$ cat src/hw/asg_pkg.sv
// widths, bus and configuration types and the register map shared by all generator blocks
`default_nettype none

package asg_pkg;

  ////////////////////
  // widths

  // table address, integer part of the read pointer
  localparam int unsigned ASG_CWM = 8;
  // fraction part of the read pointer
  localparam int unsigned ASG_CWF = 8;
  // burst length counter
  localparam int unsigned ASG_CWL = 16;
  // burst repeat counter
  localparam int unsigned ASG_CWN = 8;
  // sample width toward the DAC
  localparam int unsigned ASG_DW  = 14;
  // bus word address, top bit picks table over registers
  localparam int unsigned ASG_AW  = 10;

  ////////////////////
  // bus and control words

  // one strobe request from the register bus
  typedef struct packed {
    logic              wen;
    logic              ren;
    logic [ASG_AW-1:0] addr;
    logic [31:0]       wdata;
  } asg_bus_req_t;

  // configuration, siz is the last table index
  // stp and off are fixed point u8.8
  typedef struct packed {
    logic                       ben;
    logic                       inf;
    logic [7:0]                 trg_msk;
    logic [ASG_CWM+ASG_CWF-1:0] siz;
    logic [ASG_CWM+ASG_CWF-1:0] stp;
    logic [ASG_CWM+ASG_CWF-1:0] off;
    logic [ASG_CWM-1:0]         bdl;
    logic [ASG_CWL-1:0]         bln;
    logic [ASG_CWN-1:0]         bnm;
  } asg_cfg_t;

  // status, read back as one word with run on bit 24
  typedef struct packed {
    logic               run;
    logic [ASG_CWL-1:0] bln;
    logic [ASG_CWN-1:0] bnm;
  } asg_sts_t;

  // per-cycle control from the burst FSM
  typedef struct packed {
    logic trg;
    logic aen;
    logic run;
    logic lst;
    logic rdy;
  } asg_ctl_t;

  ////////////////////
  // register word indices, below the table window
  localparam logic [ASG_AW-2:0] REG_CTL = 'd0;
  localparam logic [ASG_AW-2:0] REG_TRG = 'd1;
  localparam logic [ASG_AW-2:0] REG_SIZ = 'd2;
  localparam logic [ASG_AW-2:0] REG_STP = 'd3;
  localparam logic [ASG_AW-2:0] REG_OFF = 'd4;
  localparam logic [ASG_AW-2:0] REG_BDL = 'd5;
  localparam logic [ASG_AW-2:0] REG_BLN = 'd6;
  localparam logic [ASG_AW-2:0] REG_BNM = 'd7;
  localparam logic [ASG_AW-2:0] REG_STS = 'd8;

endpackage

`default_nettype wire

$ cat src/hw/asg_regs.sv
// register bank on the strobe bus, holds the configuration and answers read-back one cycle later
`default_nettype none

module asg_regs #(
  parameter int unsigned TN = 1
) (
  input  logic                       sto,
  input  logic                       ctl_rst,
  input  asg_pkg::asg_bus_req_t      bus_req,
  input  asg_pkg::asg_sts_t          sts,
  input  logic [asg_pkg::ASG_DW-1:0] tbl_rdata,
  output asg_pkg::asg_cfg_t          cfg,
  output logic                       tbl_we,
  output logic [31:0]                rdata,
  output logic                       ack
);
  import asg_pkg::*;

  // only the low TN mask bits exist
  localparam logic [7:0] TRG_VLD = 8'((2 ** TN) - 1);

  logic              sel_tbl;
  logic [ASG_AW-2:0] idx;
  logic [31:0]       reg_word;
  logic              rd_tbl;
  logic [31:0]       rd_reg;

  // address decode
  assign sel_tbl = bus_req.addr[ASG_AW-1];
  assign idx     = bus_req.addr[ASG_AW-2:0];
  // table writes go straight to the memory
  assign tbl_we  = bus_req.wen & sel_tbl;

  ////////////////////
  // read-back select
  always_comb begin
    case (idx)
      REG_CTL: reg_word = {30'd0, cfg.inf, cfg.ben};
      REG_TRG: reg_word = 32'(cfg.trg_msk);
      REG_SIZ: reg_word = 32'(cfg.siz);
      REG_STP: reg_word = 32'(cfg.stp);
      REG_OFF: reg_word = 32'(cfg.off);
      REG_BDL: reg_word = 32'(cfg.bdl);
      REG_BLN: reg_word = 32'(cfg.bln);
      REG_BNM: reg_word = 32'(cfg.bnm);
      REG_STS: reg_word = 32'(sts);
      default: reg_word = '0;
    endcase
  end

  ////////////////////
  // configuration writes
  always_ff @(posedge sto) begin
    if (ctl_rst) begin
      cfg <= '0;
    end else if (bus_req.wen && !sel_tbl) begin
      case (idx)
        REG_CTL: begin
          cfg.ben <= bus_req.wdata[0];
          cfg.inf <= bus_req.wdata[1];
        end
        REG_TRG: cfg.trg_msk <= bus_req.wdata[7:0] & TRG_VLD;
        REG_SIZ: cfg.siz <= bus_req.wdata[ASG_CWM+ASG_CWF-1:0];
        REG_STP: cfg.stp <= bus_req.wdata[ASG_CWM+ASG_CWF-1:0];
        REG_OFF: cfg.off <= bus_req.wdata[ASG_CWM+ASG_CWF-1:0];
        REG_BDL: cfg.bdl <= bus_req.wdata[ASG_CWM-1:0];
        REG_BLN: cfg.bln <= bus_req.wdata[ASG_CWL-1:0];
        REG_BNM: cfg.bnm <= bus_req.wdata[ASG_CWN-1:0];
        default: ;
      endcase
    end
  end

  // ack one cycle after either strobe
  always_ff @(posedge sto) begin
    if (ctl_rst) begin
      ack    <= 1'b0;
      rd_tbl <= 1'b0;
    end else begin
      ack <= bus_req.wen | bus_req.ren;
      if (bus_req.ren) rd_tbl <= sel_tbl;
    end
  end

  // register word captured with the strobe
  always_ff @(posedge sto) begin
    if (bus_req.ren) rd_reg <= reg_word;
  end

  // table word arrives in the ack cycle
  assign rdata = rd_tbl ? {{(32-ASG_DW){1'b0}}, tbl_rdata} : rd_reg;

endmodule

`default_nettype wire

$ cat config.mk
export PLATFORM = sky130hd
export DESIGN_NAME = asg_regs
export DESIGN_NICKNAME = d
export VERILOG_FILES = /design/src/hw/asg_pkg.sv /design/src/hw/asg_regs.sv
export SDC_FILE = /design/constraint.sdc
export NUM_CORES = 1
export LEC_CHECK = 0
export BUFFER_PORTS_ARGS = -buffer_cell sky130_fd_sc_hd__buf_2
export CORE_MARGIN = 4
export CORE_UTILIZATION = 34
export CTS_BUF_LIST = sky130_fd_sc_hd__clkbuf_2 sky130_fd_sc_hd__clkbuf_4 sky130_fd_sc_hd__clkbuf_8
export DETAILED_ROUTE_END_ITERATION = 12
export MAX_ROUTING_LAYER = met4
export SLEW_MARGIN = 20
export SYNTH_ARGS = -nofsm -noshare
export SYNTH_HDL_FRONTEND = slang
export SYNTH_SLANG_ARGS = --single-unit
$ cat constraint.sdc
create_clock -name sto -period 5.4 [get_ports sto]
set_clock_uncertainty 0.15 [all_clocks]
set_input_delay 1.08 -clock sto [delete_from_list [all_inputs] [get_ports sto]]
set_output_delay 1.08 -clock sto [all_outputs]
set_load 0.05 [all_outputs]
* Word level (Yosys, flattened, before mapping)
Index checks and enable logic that the tools add are counted.
** Operators by class
- Reductions and logical operators :: 11
- Muxes and demuxes :: 2
- Bitwise operators :: 2
- Eq/ne operators :: 8
** Operators by type and width (number)
- $pmux W25 S9 :: 1
- $eq A9 B3 Y1 const B :: 4
- $mux W32 :: 1
- $eq A9 B2 Y1 const B :: 2
- $reduce_and A2 Y1 :: 8
- $eq A9 B1 Y1 const B :: 1
- $eq A9 B4 Y1 const B :: 1
- $logic_not A9 Y1 :: 1
- $and A1 B1 Y1 :: 1
- $logic_and A1 B1 Y1 :: 1
- $logic_not A1 Y1 :: 1
- $or A1 B1 Y1 :: 1
** Word-level totals
- Output and inout port bits :: 124
- Word-level logic and storage cells :: 35
- Bits of input ports :: 85
- Bits in registers :: 117

* Depth between registers and ports, before layout
Gate-level depths: netlist of the first run.
- Word-level depth :: 3
- Gate-level depth with buffers :: 7
- Depth with buffers taken out :: 4

* Worst setup path after synthesis of the first run
Ideal clock, no wire load.
- Kind :: input port to flip-flop
- Start point :: in bus_req[38] (netlist bit)
- End point :: reg rd_reg[15] (data pin)
- Arrival :: 2.563 ns
- Setup time :: 0.131 ns
- Cell stages on the path :: 6
- Data required time :: 5.119 ns
- Setup slack :: 2.555 ns
- Path buffers :: 2
- Path through :: or2_1 -> or4_1 -> buf_2 -> nor4b_4 -> buf_6 -> a22o_1
** Between the ends
- Longest elaborated chain between the ends :: 2
- Elaborated cells between the ends (all ways) :: 10
- Classes of those cells :: eq/ne: 8; mux: 1; reduce/logical: 1
** Ends and longest elaborated chain
- from (decl) :: RTL line asg_regs.sv:9 : input asg_pkg::asg_bus_req_t bus_req,
- $eq A9 B4 Y1 (tied with other cells) :: RTL line asg_regs.sv:37 : case (idx)
- $pmux W25 S9 * :: RTL line asg_regs.sv:37
- net reg_word[15] :: RTL line asg_regs.sv:24 : logic [31:0] reg_word;
- to (signal assigned) :: RTL line asg_regs.sv:87 : if (bus_req.ren) rd_reg <= reg_word;
- to (decl) :: RTL line asg_regs.sv:26 : logic [31:0] rd_reg;
Mark *: on every way through the listed nets, which the timed path passes. The rest lies on a longest branch.
A chain may end at the register's enable or synchronous reset.

* Worst setup path after layout of the first run
- Start point :: in bus_req[33] (netlist bit)
- End point :: reg cfg[5] (netlist bit)
** Between the ends
- Longest elaborated chain between the ends :: 2
** Ends and longest elaborated chain
- $eq A9 B3 Y1 :: RTL line asg_regs.sv:57 : case (idx)
- $reduce_and A2 Y1 (no line)
- to (decl) :: RTL line asg_regs.sv:12 : output asg_pkg::asg_cfg_t cfg,
No other way between the ends.

==> flow_summary.yaml, run 1 <==
yosys:
  yosysSeqAreaShare_pct: 47.8
  synth-compound-area-share_pct: 5.00
  synthCells: 477
  ys_types: 40
  yosys_warnings: 0
  synth_fa_ha_area_share_pct: 0
  synth_top_area_cell: "dfxtp_1"
  synth_xor_area_share_pct: 0
  synth_top_family_by_area: "multiplexers"
  synthArstFlopShare_pct: 0
  ys.flop_type: "dfxtp_1"
  synth_top_area_share_pct: 33.2
  synth_edf_count: 25
  yosys.area_share.simple_pct: 15.0
  synth_seq_cells: 110
  synth.area.top_cells: "dfxtp_1, mux2i_1, edfxtp_1"
  synth_mux_area_share_pct: 27.1
  syn_avg_cell_area_sq_um: 10.7
  netlist_area_sq_um: 5130
die:
  die_h_microns: 131
  core_area_sq_um: 14600
  initial_core_util_pct: 35.0
  dieArea_sq_um: 17100
  rows: 44
  die_w_microns: 131
  ios: 209
timing:
  fmax_mhz: 305
  finalSetupViolations: 0
  tightest_slew_ns: 1.02
  finalWorstPathRequiredPeriod_ns: 3.28
  hold_violations: 0
  slew_headroom_pct: 31.4
  timing.final.crit_share_pct: 60.7
  hold_slack_ns: 0.378
  rsz0062_at_grt: "false"
  drv_slew: 0
  setup_tns_ns: 0
power:
  power_switching_share_pct: 28.7
  power.density_nw_per_um2: 241
  p_leak_nw: 3.35
  switching_power_mw: 0.434
  ir_drop_uv: 154
  pwr-share-seq_pct: 56.5
  clock_power_share_pct: 30.6
  p_comb_share_pct: 12.9
  internal_power_mw: 1.08
cells_and_area:
  mostFrequentLayoutCells: "buf_2, mux2i_1, nor2_1"
  nets: 723
  syn_to_final_growth_pct: 22.3
  fillerInstances: 1444
  drive_gt1_share_pct: 35.3
  largest_reg_flops: 83
  final_common_cell: "buf_2"
global_routing:
  grt_pass1_wl_microns: 22600
  antenna_found_initial: 1
  grt_max_degree: 86
  track_usage_pct: 17.9
  overflow: 0
  grt_pass1_vias: 4078
worst_setup_path:
  cp.arrival_ns: 3.37
  worstPathCellList: "buf_2 > nor2b_1 > nand4_1 > mux2i_1 > nor2_1"
  r2r_cells: 3
  critPathTopFamily: "simple AND/OR/NAND/NOR gates"
  r2r_slack_ns: 3.72
  cp_data_required_time_ns: 5.49
  max_stage_delay_ns: 0.79
  critical_path_buf_inv_count: 1
  critPathCaptureType: "register"
  r2r_end: "rd_reg[4]"
  crit_fanout: 23
  worst-setup-path-type: "in2reg"
  reg2reg_from: "cfg[4]"
  slowest_stage: "nand4_1"
  startpoint_type: "primary input"
job:
  cap_violations: 0
detailed_routing:
  dr.first_iter.drc_count: 247
  routed_wl_microns: 15100
  vias_per_cell: 4.98
  first_pass_iters: 4
  routedWlPerCell_microns: 18.2
  drtAntennaViolNets: 0
  via_count: 4122
  drc: 0
clocking:
  holdBufCountCts: 0
  htreeDepth: 3
  clk_pin_slew_ns: 0.10
  post_cts_resized: 0
  cts_tree: "done"
  cts_inserted_buffers: 9
  clock-sinks: 110
  postCtsSetupBuffers: 0
  clkLatencyLatePin_ns: 0.38
  cts_root_buf: "clkbuf_8"
  clockBufferDepth: 2
run_status:
  status: "complete, no violations"
placed_design:
  portBuffers: 178
  gp_congestion: 0.806
  hpwl_microns: 10800
worst_hold_path:
  worstHoldPathType: "reg2reg"
  hold_path.startpoint: "cfg[46]"
  min_to: "cfg[46]"
  hold_depth: 2
==> power by group through the flow <==
stage / clock network, mW / logic [mW] / registers (mW)
3_3_place_gp: 0 / 0.194 / 0.875
5_1_grt: 0.514 / 0.207 / 0.858
4_1_cts: 0.485 / 0.196 / 0.857
3_5_place_dp: 0 / 0.196 / 0.876
6_report: 0.463 / 0.195 / 0.856
2_1_floorplan: 0 / 0.141 / 0.873
==> stage by stage <==
stage	setup slack, ns	utilization, %	power (mW)	instance area, sq um	std cells
finish	2.12	42.8	1.51	6270	828
global route	1.98	42.8	1.58	6270	828
CTS	2.10	42.8	1.54	6270	827
detailed placement	1.71	41.6	1.07	6090	811
global placement	1.78	41.6	1.07	6090	811
floorplan	2.56	-	1.01	5180	490
==> synthesized netlist by cell type (6+ instances only) <==
| cell type | count |
|---|---|
| and3_1 | 6 |
| nor2_1 | 88 |
| mux2i_1 | 106 |
| and2_1 | 10 |
| buf_4 | 14 |
| mux4_2 | 7 |
| nand2_1 | 6 |
| mux2_2 | 15 |
| clkbuf_1 | 18 |
| nor2b_1 | 14 |
| edfxtp_1 | 25 |
| nand3_1 | 6 |
| dfxtp_1 | 85 |
| a22o_1 | 7 |
| o22ai_1 | 9 |
| buf_2 | 7 |
| o21ai_0 | 6 |
==> cell families after synthesis <==
family,Yosys count
and+or+nand+nor,152
other,1
AOI/OAI and AO/OA,37
buffers and inverters,49
muxes,128
DFF,110
==> worst max path at each step <==
stage	end	from	cells after the start
2_1_floorplan	rd_reg[15]	bus_req[38]	6
3_3_place_gp	cfg[3]	bus_req[33]	5
3_5_place_dp	cfg[4]	bus_req[33]	5
4_1_cts	rdata[13]	rd_tbl	2
5_1_grt	cfg[7]	bus_req[33]	5
6_report	cfg[5]	bus_req[33]	5
==> metal layers <==
| layer | global-route usage (%) | part of all wire [%] | vias up |
|---|---|---|---|
| met3 | 4.47 | 8.0 | 24 |
| met1 | 23.7 | 44 | 1949 |
| met2 | 27.1 | 46 | 165 |
| li1 | - | - | 1984 |
| met5 | - | 0 | - |
| met4 | 5.57 | 2.1 | 0 |
==> cell type report <==
class | instances | area [sq um] | area share (%)
multi-input combinational | 331 | 2470 | 39.4
sequential | 110 | 2450 | 39.1
timing repair buffer | 183 | 928 | 14.8
tap | 184 | 230 | 3.67
clock buffer | 10 | 131 | 2.09
clock inverter | 6 | 46.3 | 0.738
inverter | 3 | 11.3 | 0.180
antenna | 1 | 2.50 | 0.0399
==> worst register-to-register path: stages, from the launching register on <==
cell,delay [ns]
dfxtp_1,0.34
mux4_2,0.51
and3_1,0.20
a211o_1,0.23
Power figures use the tool's default switching activity.
==> run 2, diff against run 1 <==
clock period = 3.4 ns   (was 5.4 ns; I/O delays follow)
==> run 2 against run 1 <==
  * First-iteration DRC count is 4.5% lower
  * Flip-flop and latch count stayed put
  * Count of clock-buffer cells in the layout stayed put
  * Worst setup slack worse by 1.3 ns
  * Sequential power is 59% higher
  * Routed wire length is 1.8% higher
  * Combinational power is 63% higher
  * Power is 72% higher
  * Sequential share of layout area is 0.91 points lower
  * Non-clock buffer count is 10 higher
  * Cell count is 1.1% higher
  * Highest routed layer unchanged
==> flow_summary.yaml, run 2 (synthesis gave the netlist of run 1 again) <==
worst_setup_path:
  crit_fanout: 16
  cp_data_required_time_ns: 2.57
  max_stage_delay_ns: 0.79
  worst-setup-path-type: "reg2out"
  slowest_stage: "dfxtp_1"
  r2r_slack_ns: 1.72
  startpoint_type: "register"
  r2r_end: "rd_reg[6]"
  r2r_cells: 3
  worstPathCellList: "mux2_2 > buf_2"
  reg2reg_from: "cfg[6]"
  cp.arrival_ns: 1.79
  critPathCaptureType: "primary output"
cells_and_area:
  multi_input_area_sq_um: 2470
  fillerInstances: 1438
  finalInstanceArea_sq_um: 6420
  diodes: 0
  drive_gt1_share_pct: 36.4
  final_common_cell: "buf_2"
  nets: 733
  final_core_util_pct: 43.8
  mostFrequentLayoutCells: "buf_2, mux2i_1, nor2_1"
  largest_reg_flops: 83
  syn_to_final_growth_pct: 25.2
  seq_area_sq_um: 2450
worst_hold_path:
  hold_depth: 2
  min_to: "cfg[62]"
  worstHoldPathType: "reg2reg"
  hold_path.startpoint: "cfg[62]"
clocking:
  postCtsSetupBuffers: 0
  cts_root_buf: "clkbuf_8"
  clkLatencyLatePin_ns: 0.37
  clk_pin_slew_ns: 0.10
  htreeDepth: 3
  holdBufCountCts: 0
  clock-sinks: 110
  cts_inserted_buffers: 9
  cts_tree: "done"
  clockBufferDepth: 2
  post_cts_resized: 0
power:
  power.density_nw_per_um2: 407
  pwr-share-seq_pct: 52.0
  switching_power_mw: 0.677
  p_comb_share_pct: 12.2
  internal_power_mw: 1.93
  p_leak_nw: 3.43
  power_switching_share_pct: 25.9
  clock_power_share_pct: 35.8
  power_mw: 2.61
  ir_drop_uv: 216
job:
  cap_violations: 0
timing:
  tightest_slew_ns: 0.736
  finalWorstPathRequiredPeriod_ns: 2.62
  timing.final.crit_share_pct: 77.1
  setup_tns_ns: 0
  hold_slack_ns: 0.384
  drv_slew: 0
  hold_violations: 0
  slew_headroom_pct: 50.9
  finalSetupViolations: 0
  fmax_mhz: 381
  rsz0062_at_grt: "false"
die:
  core_area_sq_um: 14600
  die_w_microns: 131
  ios: 209
  initial_core_util_pct: 35.0
  die_h_microns: 131
  rows: 44
  dieArea_sq_um: 17100
detailed_routing:
  routedWlPerCell_microns: 18.4
  drtAntennaViolNets: 0
  via_count: 4193
  routed_wl_microns: 15400
  first_pass_iters: 5
  drc: 0
  dr.first_iter.drc_count: 236
  vias_per_cell: 5.01
placed_design:
  hpwl_microns: 11300
  gp_congestion: 0.798
  dpl_cell_area_sq_um: 6180
  portBuffers: 178
global_routing:
  grt_pass1_wl_microns: 22700
  grt_pass1_vias: 4011
  overflow: 0
  track_usage_pct: 18.2
  grt_max_degree: 48
  antenna_found_initial: 0
run_status:
  status: "complete, no violations"
-- run 2: routing by layer --
metal	share of wire (%)	routed length (microns)	global-route usage (%)	up-vias
met4	1.7	264	5.20	0
met5	0	0	-	-
li1	-	-	-	2012
met3	6.7	1030	3.29	17
met1	45	6890	24.2	1983
met2	47	7180	28.5	181
-- run 2: worst max-delay path by stage --
stage	start	to
6_report	rd_tbl	rdata[13]
3_5_place_dp	bus_req[33]	cfg[77]
4_1_cts	rd_tbl	rdata[13]
5_1_grt	rd_tbl	rdata[13]
2_1_floorplan	bus_req[38]	rd_reg[15]
3_3_place_gp	bus_req[33]	cfg[70]
-- run 2: layout make-up --
cell class | instances | share of cell area, %
Inverter | 3 | 0.175
Clock buffer | 10 | 2.05
Sequential cell | 110 | 38.2
Tap cell | 184 | 3.59
Clock inverter | 6 | 1.71
Multi-Input combinational cell | 331 | 38.5
Timing Repair Buffer | 193 | 15.8
-- run 2: power by group through the flow --
stage	clock network (mW)	logic, mW	registers [mW]
detailed placement	0	0.320	1.39
floorplan	0	0.224	1.39
CTS	0.968	0.320	1.36
global placement	0	0.316	1.39
global route	1.02	0.338	1.36
finish	0.935	0.318	1.36
-- run 2: critical path, delay by kind of cell, from the launching register on --
family,cells,cell delay (ns)
multiplexers,1,0.42
buffers and inverters,1,0.21
flip-flops,1,0.79
-- run 2: stage by stage --
stage	cells	setup slack, ns
6_report	837	0.779
5_1_grt	837	0.665
4_1_cts	837	0.703
3_5_place_dp	821	0.572
3_3_place_gp	821	0.639
2_1_floorplan	490	0.955
==> run 3, diff against run 2 <==
clock period = 2.1 ns   (was 3.4 ns; I/O delays follow)
==> run 3 against run 2 <==
  * Cell area increased by 3.6%
  * Cell count increased by 2.9%
  * Power increased by 60%
  * Register-to-register slack got worse by 1.3 ns
  * Global-route usage increased by 0.23 points
  * Count of clock-buffer cells in the layout decreased by 1
  * Hold slack got worse by 0.24 ns
  * Worst setup slack got worse by 0.71 ns
  * Sequential share of layout area decreased by 1.3 points
==> flow_summary.yaml, run 3 (synthesis gave the netlist of run 1 again) <==
placed_design:
  dpl_cell_area_sq_um: 6410
  dp_cells: 844
  hpwl_microns: 11500
  gp_congestion: 0.814
  portBuffers: 178
die:
  die_h_microns: 131
  die_w_microns: 131
  initial_core_util_pct: 35.0
  ios: 209
  rows: 44
  dieArea_sq_um: 17100
  core_area_sq_um: 14600
worst_hold_path:
  min_to: "ack"
  hold_path.startpoint: "bus_req[43]"
  hold_depth: 3
  worstHoldPathType: "in2reg"
timing:
  tightest_slew_ns: 0.626
  finalSetupViolations: 0
  rsz0062_at_grt: "false"
  hold_violations: 0
  timing.final.crit_share_pct: 96.6
  slew_headroom_pct: 58.3
  hold_slack_ns: 0.148
  fmax_mhz: 493
  drv_slew: 0
  finalWorstPathRequiredPeriod_ns: 2.03
clocking:
  clock-sinks: 110
  cts_root_buf: "clkbuf_8"
  clkLatencyLatePin_ns: 0.38
  cts_tree: "done"
  htreeDepth: 3
  cts_inserted_buffers: 9
  clk_pin_slew_ns: 0.11
  clockBufferDepth: 2
global_routing:
  grt_pass1_vias: 4157
  antenna_found_initial: 0
  overflow: 0
  track_usage_pct: 18.4
  grt_max_degree: 86
  grt_pass1_wl_microns: 23000
detailed_routing:
  routedWlPerCell_microns: 18.0
  vias_per_cell: 4.93
  dr.first_iter.drc_count: 191
  drc: 0
  via_count: 4247
  drtAntennaViolNets: 0
  routed_wl_microns: 15500
  first_pass_iters: 5
cells_and_area:
  largest_reg_flops: 83
  layout.cells.non_filler: 861
  syn_to_final_growth_pct: 29.8
  drive_gt1_share_pct: 39.0
  fillerInstances: 1419
  nets: 757
  finalInstanceArea_sq_um: 6650
  diodes: 0
  final_common_cell: "buf_2"
  mostFrequentLayoutCells: "buf_2, mux2i_1, nor2_1"
worst_setup_path:
  reg2reg_from: "cfg[6]"
  cp.arrival_ns: 1.46
  r2r_cells: 3
  worst-setup-path-type: "reg2out"
  cp_data_required_time_ns: 1.53
  r2r_end: "rd_reg[6]"
  startpoint_type: "register"
  crit_fanout: 17
  critPathCaptureType: "primary output"
  r2r_slack_ns: 0.42
power:
  ir_drop_uv: 456
  power.density_nw_per_um2: 627
  p_leak_nw: 3.56
  power_mw: 4.17
job:
  cap_violations: 0
run_status:
  status: "complete, no violations"
-- run 3: through the flow --
step / setup slack, ns / TNS [ns] / utilization [%]
after detailed placement: -0.112 / -2.50 / 43.8
final: 0.0720 / 0 / 45.4
after floorplan: -0.0845 / -0.728 / -
after global placement: -0.0738 / -1.10 / 43.8
after global routing: 0.00458 / 0 / 45.4
after CTS: 0.00347 / 0 / 45.4
-- run 3: how the worst max path moves through the flow --
stage | depth (start not counted) | slack (ns) | to | start
2_1_floorplan | 6 | -0.08 | rd_reg[15] | bus_req[38]
3_3_place_gp | 4 | -0.07 | rd_reg[4] | bus_req[34]
3_5_place_dp | 4 | -0.11 | rd_reg[6] | bus_req[34]
4_1_cts | 3 | 0.003 | rdata[13] | rd_tbl
5_1_grt | 3 | 0.005 | rdata[10] | rd_tbl
6_report | 3 | 0.07 | rdata[11] | rd_tbl
-- run 3: where the power goes --
part / internal, mW / total (mW) / leakage (nW) / switching [mW]
registers: 2.19 / 2.20 / 0.922 / 0.00916
logic: 0.172 / 0.557 / 2.53 / 0.385
clock network: 0.678 / 1.42 / 0.111 / 0.742
-- run 3: layout make-up --
type,count,area [sq um],share of cell area [%]
Sequential cell,110,2450,36.9
Timing Repair Buffer,217,1260,19.0
Clock buffer,9,124,1.86
Multi-Input combinational cell,331,2480,37.2
Tap cell,184,230,3.46
Inverter,3,11.3,0.169
Clock inverter,7,97.6,1.47
-- run 3: metal layers --
metal  vias to the layer above  global-route usage [%]  routed length (microns)
li1                       2048                       -                        -
met1                      2028                    24.1                     7120
met2                       148                    28.5                     7180
met3                        23                    3.70                      885
met4                         0                    6.29                      350
met5                         -                       -                        0
-- run 3: critical path, stage by stage (launching register included) --
cell and delay, ns:
dfxtp_2 0.36, buf_12 0.15, mux2_2 0.34, buf_2 0.21
-- run 3: timing repair --
action | 4_1_cts | 5_1_grt
hold buffers | 0 | 0
endpoints found under the setup margin | 14 | 14
gates resized for setup | 3 | 2
pin swaps | 0 | 0
endpoints found under the hold margin | 0 | 0
setup buffers | 1 | 0
